### config.mk
export PLATFORM = sky130hd
export DESIGN_NAME = io_bus_controller
export DESIGN_NICKNAME = d
export VERILOG_FILES = /design/src/board_io_pkg.sv /design/src/board_memory_map_pkg.sv /design/src/io_bus_controller.sv
export SDC_FILE = /design/constraint.sdc
export NUM_CORES = 1
export LEC_CHECK = 0
export ABC_CLOCK_PERIOD_IN_PS = 4200
export BUFFER_PORTS_ARGS = -buffer_cell sky130_fd_sc_hd__buf_2
export CORE_AREA = 2 2 149 151
export CTS_CLUSTER_DIAMETER = 150
export DETAILED_ROUTE_END_ITERATION = 16
export DIE_AREA = 0 0 151 153
export HOLD_SLACK_MARGIN = 0.15
export SLEW_MARGIN = 20
export SYNTH_ARGS = -nofsm -noshare
export SYNTH_HDL_FRONTEND = slang
export SYNTH_SLANG_ARGS = --single-unit
### constraint.sdc
create_clock -name clk_i -period 4.2 [get_ports clk_i]
set_input_delay 0.21 -clock clk_i [delete_from_list [all_inputs] [get_ports clk_i]]
set_output_delay 0.21 -clock clk_i [all_outputs]
set_load 0.01 [all_outputs]
### src/board_io_pkg.sv
package board_io_pkg;

    localparam int GPIO_COUNT = 16;

    typedef logic [GPIO_COUNT-1:0] gpio_t;

    // Timer register indices, taken from address bits 3:2.
    localparam logic [1:0] TIMER_REG_COUNT   = 2'd0;  // Read counter, write clears it.
    localparam logic [1:0] TIMER_REG_COMPARE = 2'd1;
    localparam logic [1:0] TIMER_REG_CONTROL = 2'd2;

    localparam int TIMER_ENABLE_BIT = 0;  // Enable bit in the control register.

    localparam int IRQ_VECTOR_WIDTH = 5;

    typedef logic [IRQ_VECTOR_WIDTH-1:0] irq_vector_t;

    // The timer sits just above the 16 input lines.
    localparam irq_vector_t TIMER_VECTOR  = 5'd16;
    localparam irq_vector_t NO_IRQ_VECTOR = 5'd0;

endpackage

### src/board_memory_map_pkg.sv
package board_memory_map_pkg;

    typedef logic [31:0] bus_word_t;

    // Data memory window, 4 KiB of words.
    localparam bus_word_t MEM_START = 32'h0000_0000;
    localparam bus_word_t MEM_END   = 32'h0000_0FFF;
    localparam int        MEM_WORDS = 1024;

    // Peripheral window.
    localparam bus_word_t IO_START = 32'h0000_1000;
    localparam bus_word_t IO_END   = 32'h0000_11FF;

    // Bits 5:2 select an output or input bit, or a timer register in bits 3:2.
    typedef union packed {
        logic [3:0] gpio_index;
        struct packed {
            logic [1:0] reserved;
            logic [1:0] timer_reg;
        } timer_view;
    } io_reg_sel_t;

    typedef union packed {
        struct packed {
            logic [19:0] upper;
            logic [9:0]  word_index;
            logic [1:0]  byte_offset;
        } mem_view;
        struct packed {
            logic [22:0] region;     // Bits 31:9.
            logic        timer_sel;  // Bit 8.
            logic        input_sel;  // Bit 7, input view when set.
            logic        reserved;
            io_reg_sel_t reg_sel;    // Bits 5:2.
            logic [1:0]  byte_offset;
        } io_view;
    } bus_address_t;

endpackage

### src/io_bus_controller.sv
`timescale 1ns/10ps

module io_bus_controller (
    input  logic                           clk_i,
    input  logic                           rst_n_i,
    input  logic                           store_req_i,
    input  board_memory_map_pkg::bus_word_t store_addr_i,
    input  board_memory_map_pkg::bus_word_t store_data_i,
    input  logic                           load_req_i,
    input  board_memory_map_pkg::bus_word_t load_addr_i,
    input  logic                           mem_done_i,
    input  logic                           mem_valid_i,
    input  board_memory_map_pkg::bus_word_t mem_rdata_i,
    input  board_io_pkg::gpio_t            gpio_in_sync_i,
    input  board_io_pkg::gpio_t            gpio_out_i,
    input  board_memory_map_pkg::bus_word_t timer_rdata_i,
    output logic                           sys_rst_n_o,
    output logic                           store_done_o,
    output logic                           load_valid_o,
    output board_memory_map_pkg::bus_word_t load_data_o,
    output logic                           mem_store_o,
    output logic                           mem_load_o,
    output board_memory_map_pkg::bus_word_t mem_store_addr_o,
    output board_memory_map_pkg::bus_word_t mem_load_addr_o,
    output board_memory_map_pkg::bus_word_t mem_wdata_o,
    output board_io_pkg::gpio_t            gpio_write_o,
    output logic                           gpio_wbit_o,
    output logic                           timer_write_o,
    output logic [1:0]                     timer_waddr_o,
    output logic [1:0]                     timer_raddr_o,
    output board_memory_map_pkg::bus_word_t timer_wdata_o
);
    import board_memory_map_pkg::*;
    import board_io_pkg::*;

    logic         rst_sync_q, sys_rst_n;
    logic         wait_store_q;  // Arbiter state: set means wait_store, clear means idle.
    logic         hold_store, st_issue;
    bus_word_t    held_addr_q, held_data_q;
    bus_word_t    st_addr, st_data;
    bus_address_t st_view, ld_view;
    logic         st_mem_hit, st_io_hit, ld_mem_hit, ld_io_hit;
    logic         io_store_done_q, io_load_valid_q;
    bus_word_t    io_rdata_d, io_rdata_q;

    // Reset is released through two flops.
    always_ff @(posedge clk_i or negedge rst_n_i) begin
        if (!rst_n_i) begin
            rst_sync_q <= 1'b0;
            sys_rst_n  <= 1'b0;
        end else begin
            rst_sync_q <= 1'b1;
            sys_rst_n  <= rst_sync_q;
        end
    end

    assign sys_rst_n_o = sys_rst_n;

    // A store colliding with a load waits one cycle.
    assign hold_store = store_req_i & load_req_i & ~wait_store_q;
    assign st_issue   = wait_store_q | (store_req_i & ~load_req_i);
    assign st_addr    = wait_store_q ? held_addr_q : store_addr_i;
    assign st_data    = wait_store_q ? held_data_q : store_data_i;

    assign st_view = st_addr;
    assign ld_view = load_addr_i;

    // Addresses outside both windows complete without effect.
    assign st_mem_hit = (st_addr & ~MEM_END) == MEM_START;
    assign st_io_hit  = (st_addr >= IO_START) && (st_addr <= IO_END);
    assign ld_mem_hit = (load_addr_i & ~MEM_END) == MEM_START;
    assign ld_io_hit  = (load_addr_i >= IO_START) && (load_addr_i <= IO_END);

    assign mem_store_o      = st_issue & st_mem_hit;
    assign mem_store_addr_o = st_addr;
    assign mem_wdata_o      = st_data;
    assign mem_load_o       = load_req_i & ld_mem_hit;
    assign mem_load_addr_o  = load_addr_i;

    assign gpio_wbit_o   = st_data[0];
    assign timer_write_o = st_issue & st_io_hit & st_view.io_view.timer_sel;
    assign timer_waddr_o = st_view.io_view.reg_sel.timer_view.timer_reg;
    assign timer_wdata_o = st_data;
    assign timer_raddr_o = ld_view.io_view.reg_sel.timer_view.timer_reg;

    always_comb begin
        gpio_write_o = '0;
        if (st_issue && st_io_hit && !st_view.io_view.timer_sel
                && !st_view.io_view.input_sel) begin
            gpio_write_o[st_view.io_view.reg_sel.gpio_index] = 1'b1;
        end
    end

    // IO read word, GPIO bits zero-extended.
    always_comb begin
        io_rdata_d = '0;
        if (ld_io_hit) begin
            if (ld_view.io_view.timer_sel) begin
                io_rdata_d = timer_rdata_i;
            end else if (ld_view.io_view.input_sel) begin
                io_rdata_d = bus_word_t'(gpio_in_sync_i[ld_view.io_view.reg_sel.gpio_index]);
            end else begin
                io_rdata_d = bus_word_t'(gpio_out_i[ld_view.io_view.reg_sel.gpio_index]);
            end
        end
    end

    always_ff @(posedge clk_i or negedge sys_rst_n) begin
        if (!sys_rst_n) begin
            wait_store_q    <= 1'b0;
            io_store_done_q <= 1'b0;
            io_load_valid_q <= 1'b0;
        end else begin
            wait_store_q    <= hold_store;
            io_store_done_q <= st_issue & ~st_mem_hit;
            io_load_valid_q <= load_req_i & ~ld_mem_hit;
        end
    end

    always_ff @(posedge clk_i) begin
        if (hold_store) begin
            held_addr_q <= store_addr_i;  // Deferred store.
            held_data_q <= store_data_i;
        end
        if (load_req_i) begin
            io_rdata_q <= io_rdata_d;
        end
    end

    assign store_done_o = mem_done_i | io_store_done_q;
    assign load_valid_o = mem_valid_i | io_load_valid_q;
    assign load_data_o  = io_load_valid_q ? io_rdata_q : mem_rdata_i;

endmodule

==> impl_metrics.csv, run 1 <==
group,metric,value,unit
global_routing,gr-max-usage-layer,"met2",
yosys,synth_enable_flop_cells,96,
job,max-cap-violations,0,
timing,fin_tns_setup,0,ns
yosys,yosys.area.top_type,"sky130_fd_sc_hd__edfxtp_1",
power_and_ir_drop,vdd_ir_drop_max,157,µV
power_and_ir_drop,p_comb_share,20.0,%
yosys,synth_warnings,0,
die,fp.dieArea,23100,µm²
timing,fin_worst_skew,0.00657,ns
final_layout,area.growth.synth_to_final,48.1,%
critical_path,critical_path.cell_chain,"dlygate4sd3_1, buf_2, or4_1, or4_4, a221oi_4, nand4_1, nor2_1, buf_2",
hold_path,min_path_type,"in -> reg",
route,average_routed_wire_per_standard_cell,16.0,µm
route,detail_route.drc_violations,0,
critical_path,endpoint_kind,"output pin",
die,chipWidth,151,µm
clocking,post-cts-setup-buffers,0,
yosys,synth.ff_latch_count,101,
clocking,ctsResizeCount,0,
placement,post_detailed_placement_cell_area,7280,µm²
timing,worst_pin_slew,0.855,ns
final_layout,final_layout_size_suffix_gt1_share,52.4,%
global_routing,grt.met2_usage,28.4,%
placement,place_congestion,0.890,
route,drt_iter0_markers,187,
die,die_h,153,µm
route,detail-route-antenna-nets,0,
yosys,synthArstFlopShare,4.95,%
timing,slew_viol_final,0,
clocking,cts-htree-levels,3,
yosys,synth_fp_nets,621,
die,io_pins,385,
power_and_ir_drop,total_power,2.49,mW
power_and_ir_drop,power-per-cell-area,301,nW/µm²
timing,rsz0062_at_grt,"no",
critical_path,reg2reg_slack,2.05,ns
power_and_ir_drop,clockPowerShare,33.0,%
clocking,cts_root_buffer,"sky130_fd_sc_hd__clkbuf_16",
timing,post-route-period-util,73.7,%
final_layout,post-route-cell-area,8280,µm²
timing,worst_case_headroom_to_the_max_slew_limit,43.0,%
timing,final.min_clock_period,3.10,ns
critical_path,worstPathBufferInverterCount,3,
critical_path,cp_num_cells,8,
yosys,cell_types_occupying_the_most_area_after_synthesis,"sky130_fd_sc_hd__edfxtp_1 (52%), sky130_fd_sc_hd__mux2_1 (18%), sky130_fd_sc_hd__buf_4 (9.3%), sky130_fd_sc_hd__and3_1 (3.6%), sky130_fd_sc_hd__mux4_2 (2.8%)",
die,floorplan.rows,54,
final_layout,layoutNonFillerInstCount,1082,
critical_path,start_kind,"primary input",
clocking,clk_pin_slew,0.08,ns
critical_path,cpPeakStageDelay,0.56,ns
die,starting_density_of_the_core,26.0,%
critical_path,cp.arrival,2.89,ns
yosys,synth.lib_cells_used.distinct,38,
global_routing,grt_pass1_wl,25.8,mm
route,drt-pass1-iter-count,4,
clocking,post_cts_hold_buffer_count,71,
critical_path,crit_family,"simple AND/OR/NAND/NOR gates",
hold_path,holdPathStages,2,
route,vias_after_detailed_routing,4751,
route,drt_wl_total,17.3,mm
clocking,numCtsBuffers,9,
yosys,post-synth-top-area-fraction,51.6,%
clocking,cts.sink_count,101,
yosys,synth.avg_cell_area,13.2,µm²
power_and_ir_drop,p_switching,671,µW
power_and_ir_drop,power.internal,1.82,mW
global_routing,gr-usage-met3,2.69,%
outcome,run_status,"finished, final reports clean",
yosys,post_synth_inst_count,423,
critical_path,critPathRequiredTime,3.99,ns
global_routing,antenna_violations_before_repair,0,
yosys,synth_seq_area_share,53.8,%
global_routing,globalRouteTotalUtil,14.6,%
clocking,clockBufferDepth,2,
final_layout,fin_nets,995,
placement,io_buffers,378,
timing,setup_viol,0,
placement,placed_cells_incl_taps,995,
yosys,syn_area,5590,µm²
yosys,netlist_top_cells_count,"sky130_fd_sc_hd__edfxtp_1 (96), sky130_fd_sc_hd__mux2_1 (87), sky130_fd_sc_hd__buf_4 (69)",
timing,finalHoldViolations,0,
power_and_ir_drop,power_frac_seq,47.0,%
global_routing,pin_count_of_the_biggest_net_entering_global_routing,66,
placement,hpwl,13.1,mm
route,vias_per_cell,4.39,
yosys,most_repeated_cell_in_the_gate_level_netlist_after_synthesis,"sky130_fd_sc_hd__edfxtp_1",
die,core,21500,µm²
global_routing,grt-ovfl-total,0,
yosys,ys_dominant_reg_cell,"sky130_fd_sc_hd__edfxtp_1",
timing,achievable-frequency,323,MHz
critical_path,crit_path_max_fanout,7,
critical_path,critical-path-slowest-cell,"sky130_fd_sc_hd__dlygate4sd3_1",
critical_path,worst_r2r_path_depth,4,
clocking,worst_skew_pair.late_latency,0.34,ns
critical_path,cell_with_the_most_instances_on_the_worst_path,"sky130_fd_sc_hd__buf_2",
critical_path,worstSetupPathType,"in -> out",
clocking,tritoncts_clock_tree,"built",
power_and_ir_drop,leakage,3.73,nW
global_routing,global_route.usage.met1,15.0,%
power_and_ir_drop,power.switching_fraction,26.9,%
final_layout,antenna_cells_inserted,0,
global_routing,first_global_vias,4956,
-- power by group through the flow --
| stage | Clock (mW) | Combinational (mW) | Sequential [mW] |
|---|---|---|---|
| 6_report | 0.822 | 0.498 | 1.17 |
| 3_3_place_gp | 0 | 0.445 | 1.20 |
| 5_1_grt | 0.900 | 0.544 | 1.18 |
| 3_5_place_dp | 0 | 0.446 | 1.20 |
| 4_1_cts | 0.861 | 0.503 | 1.17 |
| 2_1_floorplan | 0 | 0.265 | 1.18 |
-- state kept, by name, summed over array words and instances, names as in the netlist --
signal / cells
held_addr_q: 32
held_data_q: 32
io_load_valid_q: 1
io_rdata_q: 32
io_store_done_q: 1
rst_sync_q: 1
sys_rst_n_o: 1
wait_store_q: 1
-- metrics by stage --
step	util [%]	hold WS (ns)	setup WS, ns
2_1_floorplan	-	-0.0856	0.914
3_3_place_gp	33.9	-0.00140	1.65
3_5_place_dp	33.9	-0.000819	1.51
4_1_cts	38.5	0.150	1.11
5_1_grt	38.5	0.157	0.871
6_report	38.5	0.171	1.10
-- per-layer routing --
layer / part of all wire, % / routed length, µm
met1: 37 / 6430
met2: 54 / 9300
met3: 6.4 / 1100
met4: 2.5 / 439
met5: 0 / 0
-- final timing paths --
path                                        startpoint                           to
max in group asynchronous        sys_rst_n_o$_DFF_PN0_       wait_store_q$_DFF_PN0_
worst max-delay path                  store_addr_i[25]             gpio_write_o[12]
worst min-delay path                  timer_rdata_i[3]  io_rdata_q[3]$_SDFFCE_PN0P_
worst max register to register  wait_store_q$_DFF_PN0_    io_store_done_q$_DFF_PN0_
worst min register to register    rst_sync_q$_DFF_PN0_        sys_rst_n_o$_DFF_PN0_
min in group asynchronous                      rst_n_i         rst_sync_q$_DFF_PN0_
-- cell type report --
class / instances / area, µm²
inverters: 6 / 22.5
flip-flops and latches: 101 / 3010
fillers: 2099 / 13200
clock inverters: 7 / 65.1
repair buffers: 453 / 2630
clock buffers: 9 / 225
well taps: 280 / 350
multi-input cells: 226 / 1970
-- kinds of logic after synthesis --
logic type / Yosys count / synth area share, %
buf+inv: 96 / 11.2
other cells: 1 / 0.0671
flops: 101 / 53.8
mux: 108 / 23.0
simple gates: 108 / 10.5
compound gates: 9 / 1.41
-- cells in the final DEF (no fill, tap or decap), types with 2 or more instances in the layout --
cell type                       instances
sky130_fd_sc_hd__mux4_2                 7
sky130_fd_sc_hd__inv_8                  2
sky130_fd_sc_hd__dlygate4sd3_1         71
sky130_fd_sc_hd__inv_1                  3
sky130_fd_sc_hd__nor4_1                 9
sky130_fd_sc_hd__nor4_2                 2
sky130_fd_sc_hd__nand3b_1               2
sky130_fd_sc_hd__mux2_2                 4
sky130_fd_sc_hd__dfrtp_1                4
sky130_fd_sc_hd__inv_2                  3
sky130_fd_sc_hd__and3_1                32
sky130_fd_sc_hd__nand4_1                4
sky130_fd_sc_hd__a21oi_1                5
sky130_fd_sc_hd__buf_4                  4
sky130_fd_sc_hd__mux2_1                87
sky130_fd_sc_hd__mux2i_1                9
sky130_fd_sc_hd__nor3_1                 6
sky130_fd_sc_hd__clkbuf_16              9
sky130_fd_sc_hd__nand2_1               12
sky130_fd_sc_hd__nor2_1                26
sky130_fd_sc_hd__nand3_1                4
sky130_fd_sc_hd__edfxtp_1              96
sky130_fd_sc_hd__clkinv_4               2
sky130_fd_sc_hd__inv_6                  2
sky130_fd_sc_hd__buf_2                378
No activity file was read; power rests on OpenSTA's default activity.
==> run 2: changes to the inputs <==
ABC_CLOCK_PERIOD_IN_PS = 2500   (was 4200)
CORE_AREA = 2 2 148 150   (was 2 2 149 151)
DIE_AREA = 0 0 150 152   (was 0 0 151 153)
clock period = 2.5 ns   (was 4.2 ns; I/O delays follow)
==> impl_metrics.csv, run 2 (same netlist as run 1, synthesis figures left out) <==
group,metric,value,unit
final_layout,antenna_cells_inserted,0,
power_and_ir_drop,power-per-cell-area,497,nW/µm²
critical_path,worstSetupPathType,"in -> out",
final_layout,final_layout_size_suffix_gt1_share,52.5,%
die,chipWidth,150,µm
global_routing,pin_count_of_the_biggest_net_entering_global_routing,58,
final_layout,final_core_utilization,41.9,%
final_layout,biggestRegsByFlops,"held_addr_q x32, held_data_q x32, io_rdata_q x32",
clocking,cts_root_buffer,"sky130_fd_sc_hd__clkbuf_16",
timing,worst_case_headroom_to_the_max_slew_limit,63.8,%
clocking,worst_skew_pair.late_latency,0.36,ns
critical_path,critPathRequiredTime,2.38,ns
clocking,cts-htree-levels,3,
critical_path,worst_r2r_endpoint,"held_addr_q[20]$_DFFE_PP_",
outcome,run_status,"finished, final reports clean",
clocking,numCtsBuffers,9,
hold_path,launch_point_of_the_worst_hold_path,"load_addr_i[0]",
final_layout,fin_nets,1042,
hold_path,min_to,"mem_load_addr_o[0]",
hold_path,min_path_type,"in -> out",
route,detail-route-antenna-nets,0,
die,core,21400,µm²
critical_path,cp.arrival,2.34,ns
final_layout,layoutNonFillerInstCount,1129,
critical_path,critical-path-slowest-cell,"sky130_fd_sc_hd__dlygate4sd3_1",
hold_path,holdPathStages,0,
placement,dp_slack,0.0676,ns
global_routing,antenna_violations_before_repair,0,
timing,fin_worst_skew,0.0124,ns
global_routing,first_global_vias,4993,
route,vias_per_cell,4.46,
critical_path,reg2reg_slack,0.66,ns
global_routing,grt_pass1_wl,27.0,mm
critical_path,critical_path.cell_chain,"dlygate4sd3_1, buf_2, nor4_4, nand4_1, a221oi_4, buf_12, nand4_1, nor2_1, buf_2",
route,vias_after_detailed_routing,5036,
clocking,cts.sink_count,101,
route,average_routed_wire_per_standard_cell,16.9,µm
clocking,clockBufferDepth,2,
route,drt_wl_total,19.1,mm
critical_path,crit_path_max_fanout,5,
global_routing,grt-ovfl-total,0,
power_and_ir_drop,total_power,4.44,mW
timing,layout_setup_ws,0.0357,ns
clocking,tritoncts_clock_tree,"built",
timing,achievable-frequency,406,MHz
timing,finalHoldViolations,0,
final_layout,area.growth.synth_to_final,59.8,%
timing,rsz0062_at_grt,"yes",
critical_path,start_kind,"primary input",
timing,slew_viol_final,0,
critical_path,cpPeakStageDelay,0.55,ns
timing,final.min_clock_period,2.46,ns
placement,place_congestion,0.808,
timing,worst_pin_slew,0.544,ns
final_layout,layout_commonest_cell,"sky130_fd_sc_hd__buf_2",
placement,io_buffers,378,
die,fp.dieArea,22800,µm²
route,drt-pass1-iter-count,4,
critical_path,endpoint_kind,"output pin",
critical_path,worst_r2r_path_depth,4,
critical_path,reg2reg_from,"wait_store_q$_DFF_PN0_",
global_routing,globalRouteTotalUtil,15.6,%
timing,final.hold.worst_slack,0.250,ns
die,floorplan.rows,54,
final_layout,mostFrequentLayoutCells,"sky130_fd_sc_hd__buf_2 (378), sky130_fd_sc_hd__dlygate4sd3_1 (102), sky130_fd_sc_hd__edfxtp_1 (96)",
power_and_ir_drop,leakage,4.00,nW
placement,hpwl,13.8,mm
job,max-cap-violations,0,
placement,placed_cells_incl_taps,999,
die,io_pins,385,
die,starting_density_of_the_core,26.2,%
die,die_h,152,µm
timing,setup_viol,0,
timing,post-route-period-util,98.6,%
route,drt_iter0_markers,186,
route,detail_route.drc_violations,0,
power_and_ir_drop,vdd_ir_drop_max,278,µV
run 2: cell types whose count changed in the layout (fill, tap and decap cells not counted), sizes merged:
cell         previous run  this run
clkinv                  2         3
buf                   382       396
clkbuf                  9        11
inv                    10         8
dlygate4sd3            71       102
bufinv                  0         1
run 2: per-stage QoR:
step | area (µm²) | TNS [ns]
floorplan | 5600 | 0
global placement | 7350 | 0
detailed placement | 7350 | 0
CTS | 8770 | 0
global route | 8940 | -0.255
finish | 8940 | 0
run 2: per-layer routing:
layer	part of all wire, %	GRT usage (%)	vias up	wire, µm
met5	0	0	-	0
met4	2.0	5.75	0	380
met3	6.6	3.30	23	1260
met2	54	30.2	256	10300
met1	38	16.0	2396	7180
li1	-	-	2361	-
run 2: layout make-up:
cell class                 instances  area, µm²
fill                            1994      12400
multi-input combinational        226       2060
timing repair buffer             500       3160
sequential                       101       3010
clock buffer                       9        225
inverter                           6       22.5
tap                              280        350
clock inverter                     7        101
run 2: worst max-delay path by stage:
stage / from / endpoint
after CTS: store_addr_i[24] / gpio_write_o[4]
after global placement: store_addr_i[26] / gpio_write_o[7]
final: store_addr_i[24] / gpio_write_o[4]
after global routing: store_addr_i[24] / gpio_write_o[1]
after floorplan: wait_store_q$_DFF_PN0_ / held_addr_q[0]$_DFFE_PP_
after detailed placement: store_addr_i[26] / gpio_write_o[7]
run 2: repair_timing:
item,4_1_cts,5_1_grt
resized for setup,8,10
cloned,0,2
hold buffers,102,0
endpoints found under the hold margin,103,0
setup endpoints to repair,18,16
buffers inserted,2,8
pin swaps,6,9
run 2: worst max-delay path, delay by kind of cell:
kind | cells | cell delay [ns]
AND/OR/NAND/NOR | 4 | 0.83
AO/OA/AOI/OAI | 1 | 0.35
buffers and inverters | 4 | 1.01
run 2: report_power, final:
part	leakage, nW	total (mW)	switching, mW	internal [mW]
Combinational	2.89	0.951	0.460	0.491
Clock	0.155	1.53	0.715	0.810
Sequential	0.958	1.96	0.0306	1.93
==> run 3: changes to the inputs <==
ABC_AREA = 1   (was unset)
CORE_AREA = 2 2 149 151   (was 2 2 148 150)
DIE_AREA = 0 0 151 153   (was 0 0 150 152)
==> impl_metrics.csv, run 3 <==
group,metric,value,unit
final_layout,layout_commonest_cell,"sky130_fd_sc_hd__buf_2",
yosys,synth_warnings,0,
route,average_routed_wire_per_standard_cell,13.6,µm
die,core,21500,µm²
critical_path,endpoint_kind,"output pin",
clocking,tritoncts_clock_tree,"built",
yosys,synth_enable_flop_cells,96,
yosys,most_repeated_cell_in_the_gate_level_netlist_after_synthesis,"sky130_fd_sc_hd__nand2_1",
yosys,post_synth_inst_count,714,
yosys,xor_xnor_fraction_of_synth_area,0,%
placement,hpwl,14.1,mm
yosys,largest_family_of_logic_cells_by_synthesized_area,"simple AND/OR/NAND/NOR gates",
yosys,synth.ff_latch_count,101,
timing,fin_worst_skew,0.00848,ns
route,met3WireLength,1.33,mm
global_routing,pin_count_of_the_biggest_net_entering_global_routing,66,
global_routing,grt_pass1_wl,29.1,mm
critical_path,worstSetupPathType,"reg -> out",
timing,achievable-frequency,424,MHz
route,drt_iter0_markers,327,
final_layout,layoutNonFillerInstCount,1405,
critical_path,critPathRequiredTime,2.38,ns
global_routing,grt-ovfl-total,0,
yosys,synth.avg_cell_area,8.15,µm²
die,floorplan.rows,54,
final_layout,fin_nets,1318,
outcome,run_status,"finished, final reports clean",
die,die_h,153,µm
critical_path,worst_setup_path_startpoint,"wait_store_q$_DFF_PN0_",
final_layout,regArea,3010,µm²
yosys,synth.area.mux_share,0,%
critical_path,cp.arrival,2.24,ns
clocking,cts.sink_count,101,
route,met2_wirelength,9.30,mm
final_layout,multi_input_combinational_cell_area,1990,µm²
critical_path,setup.worst_path.end,"gpio_write_o[0]",
timing,final.min_clock_period,2.36,ns
yosys,netlist_top_cells_count,"sky130_fd_sc_hd__nand2_1 (278), sky130_fd_sc_hd__edfxtp_1 (96), sky130_fd_sc_hd__nor2_1 (91)",
final_layout,mostFrequentLayoutCells,"sky130_fd_sc_hd__buf_2 (378), sky130_fd_sc_hd__nand2_1 (268), sky130_fd_sc_hd__dlygate4sd3_1 (100)",
job,max-cap-violations,0,
critical_path,crit_path_max_fanout,15,
timing,rsz0062_at_grt,"yes",
yosys,ys_dominant_reg_cell,"sky130_fd_sc_hd__edfxtp_1",
power_and_ir_drop,leakage,4.61,nW
final_layout,area.growth.synth_to_final,54.1,%
global_routing,first_global_vias,5940,
clocking,cts_root_buffer,"sky130_fd_sc_hd__clkbuf_16",
final_layout,final_layout_size_suffix_gt1_share,40.6,%
yosys,post_synthesis_share_of_cell_area_spent_on_and_or_nand_and_nor_gates,29.7,%
hold_path,min_path_type,"in -> reg",
yosys,synth_seq_area_share,51.7,%
final_layout,biggestRegsByFlops,"held_addr_q x32, held_data_q x32, io_rdata_q x32",
route,detail_route.drc_violations,0,
final_layout,fillers,2174,
global_routing,antenna_violations_before_repair,0,
die,chipWidth,151,µm
die,io_pins,385,
critical_path,worst_r2r_endpoint,"io_store_done_q$_DFF_PN0_",
die,starting_density_of_the_core,27.1,%
yosys,synthArstFlopShare,4.95,%
final_layout,final_core_utilization,41.7,%
clocking,numCtsBuffers,9,
yosys,synthAdderAreaFrac,0,%
yosys,synth-compound-area-share,2.77,%
die,fp.dieArea,23100,µm²
final_layout,antenna_cells_inserted,0,
timing,setup_viol,0,
yosys,synth.lib_cells_used.distinct,28,
placement,io_buffers,378,
power_and_ir_drop,vdd_ir_drop_max,399,µV
timing,worst_pin_slew,0.940,ns
clocking,clk_pin_slew,0.07,ns
critical_path,reg2reg_slack,0.76,ns
power_and_ir_drop,total_power,4.45,mW
timing,worst_case_headroom_to_the_max_slew_limit,37.3,%
route,metal_1_wl,8.22,mm
timing,post-route-period-util,94.4,%
critical_path,reg2reg_from,"wait_store_q$_DFF_PN0_",
critical_path,worst_r2r_path_depth,7,
clocking,clockBufferDepth,2,
timing,slew_viol_final,0,
clocking,cts-htree-levels,3,
timing,final.hold.worst_slack,0.195,ns
yosys,post-synth-top-area-fraction,49.5,%
clocking,worst_skew_pair.late_latency,0.35,ns
global_routing,globalRouteTotalUtil,15.9,%
timing,fin_tns_setup,0,ns
route,drt-pass1-iter-count,4,
route,vias_per_cell,4.18,
critical_path,start_kind,"flip-flop",
placement,placed_cells_incl_taps,1282,
power_and_ir_drop,power-per-cell-area,496,nW/µm²
placement,place_congestion,0.954,
yosys,yosys.area.top_type,"sky130_fd_sc_hd__edfxtp_1",
timing,finalHoldViolations,0,
route,maxUsedRoutingLayer,"met4",
yosys,syn_area,5820,µm²
route,detail-route-antenna-nets,0,
route,drt_wl_total,19.2,mm
yosys,cell_types_occupying_the_most_area_after_synthesis,"sky130_fd_sc_hd__edfxtp_1 (50%), sky130_fd_sc_hd__nand2_1 (18%), sky130_fd_sc_hd__buf_4 (8.9%), sky130_fd_sc_hd__nor2_1 (5.9%), sky130_fd_sc_hd__inv_1 (4.3%)",
route,vias_after_detailed_routing,5866,
yosys,synth_fp_nets,912,
[run 3: cell types whose count changed after synthesis, sizes merged, moves of 14 or more]
cell   delta
nand2   +277
o21ai    +20
and3     -32
mux2     -91
nor2     +68
nand3    +14
inv      +61
[run 3: repair_timing]
item | 4_1_cts | 5_1_grt
setup buffers | 0 | 6
setup endpoints to repair | 0 | 18
endpoints found under the hold margin | 102 | 0
gates resized for setup | 0 | 32
hold buffers | 100 | 0
[run 3: area by class of cell]
cell class | count | area share, %
clock buffer | 9 | 2.51
clock inverter | 7 | 1.02
inverter | 67 | 2.89
multi-input combinational | 449 | 22.2
sequential | 101 | 33.5
tap | 280 | 3.91
timing repair buffer | 492 | 34.0
[run 3: metal layers]
| metal | vias to the layer above | track usage (%) |
|---|---|---|
| met2 | 219 | 26.9 |
| li1 | 2965 | - |
| met3 | 25 | 4.12 |
| met4 | 0 | 4.23 |
| met1 | 2657 | 20.1 |
| met5 | - | 0 |
[run 3: power by group]
part           switching, mW  internal (mW)  total [mW]
combinational          0.556          0.461        1.02
sequential            0.0206           1.93        1.95
clock                  0.678          0.804        1.48
total                   1.25           3.20        4.45
[run 3: worst min path at each step]
stage	from	endpoint	slack [ns]	depth (start not counted)
floorplan	rst_n_i	rst_sync_q$_DFF_PN0_	-0.17	0
global placement	rst_n_i	sys_rst_n_o$_DFF_PN0_	-0.09	1
detailed placement	rst_n_i	rst_sync_q$_DFF_PN0_	-0.09	1
CTS	load_addr_i[8]	io_rdata_q[0]$_SDFFCE_PP0P_	0.17	3
global route	load_addr_i[8]	io_rdata_q[0]$_SDFFCE_PP0P_	0.19	3
finish	load_addr_i[12]	io_load_valid_q$_DFF_PN0_	0.20	5
[run 3: logic make-up after synthesis]
kind of cell           Yosys count
AND/OR/NAND/NOR                421
flip-flops                     101
buffers and inverters          164
other                            1
AO/OA/AOI/OAI                   27
[run 3: worst max-delay path, cell delays in order (launching register included)]
cell and delay, ns:
sky130_fd_sc_hd__dfrtp_2 0.44, sky130_fd_sc_hd__buf_6 0.14, sky130_fd_sc_hd__buf_12 0.14, sky130_fd_sc_hd__nand2_2 0.06, sky130_fd_sc_hd__nand2_2 0.06, sky130_fd_sc_hd__nor2_1 0.12
sky130_fd_sc_hd__nand2_1 0.08, sky130_fd_sc_hd__nor2_2 0.11, sky130_fd_sc_hd__nand2_2 0.10, sky130_fd_sc_hd__nor2_8 0.21, sky130_fd_sc_hd__nand4_4 0.15, sky130_fd_sc_hd__nor2_2 0.13
sky130_fd_sc_hd__buf_2 0.14
[run 3: stage by stage]
stage	cell area [µm²]	setup slack (ns)
after floorplan	5830	0.0440
after global placement	7470	0.538
after detailed placement	7470	0.491
after CTS	8790	0.0939
after global routing	8970	-0.0388
final	8970	0.139
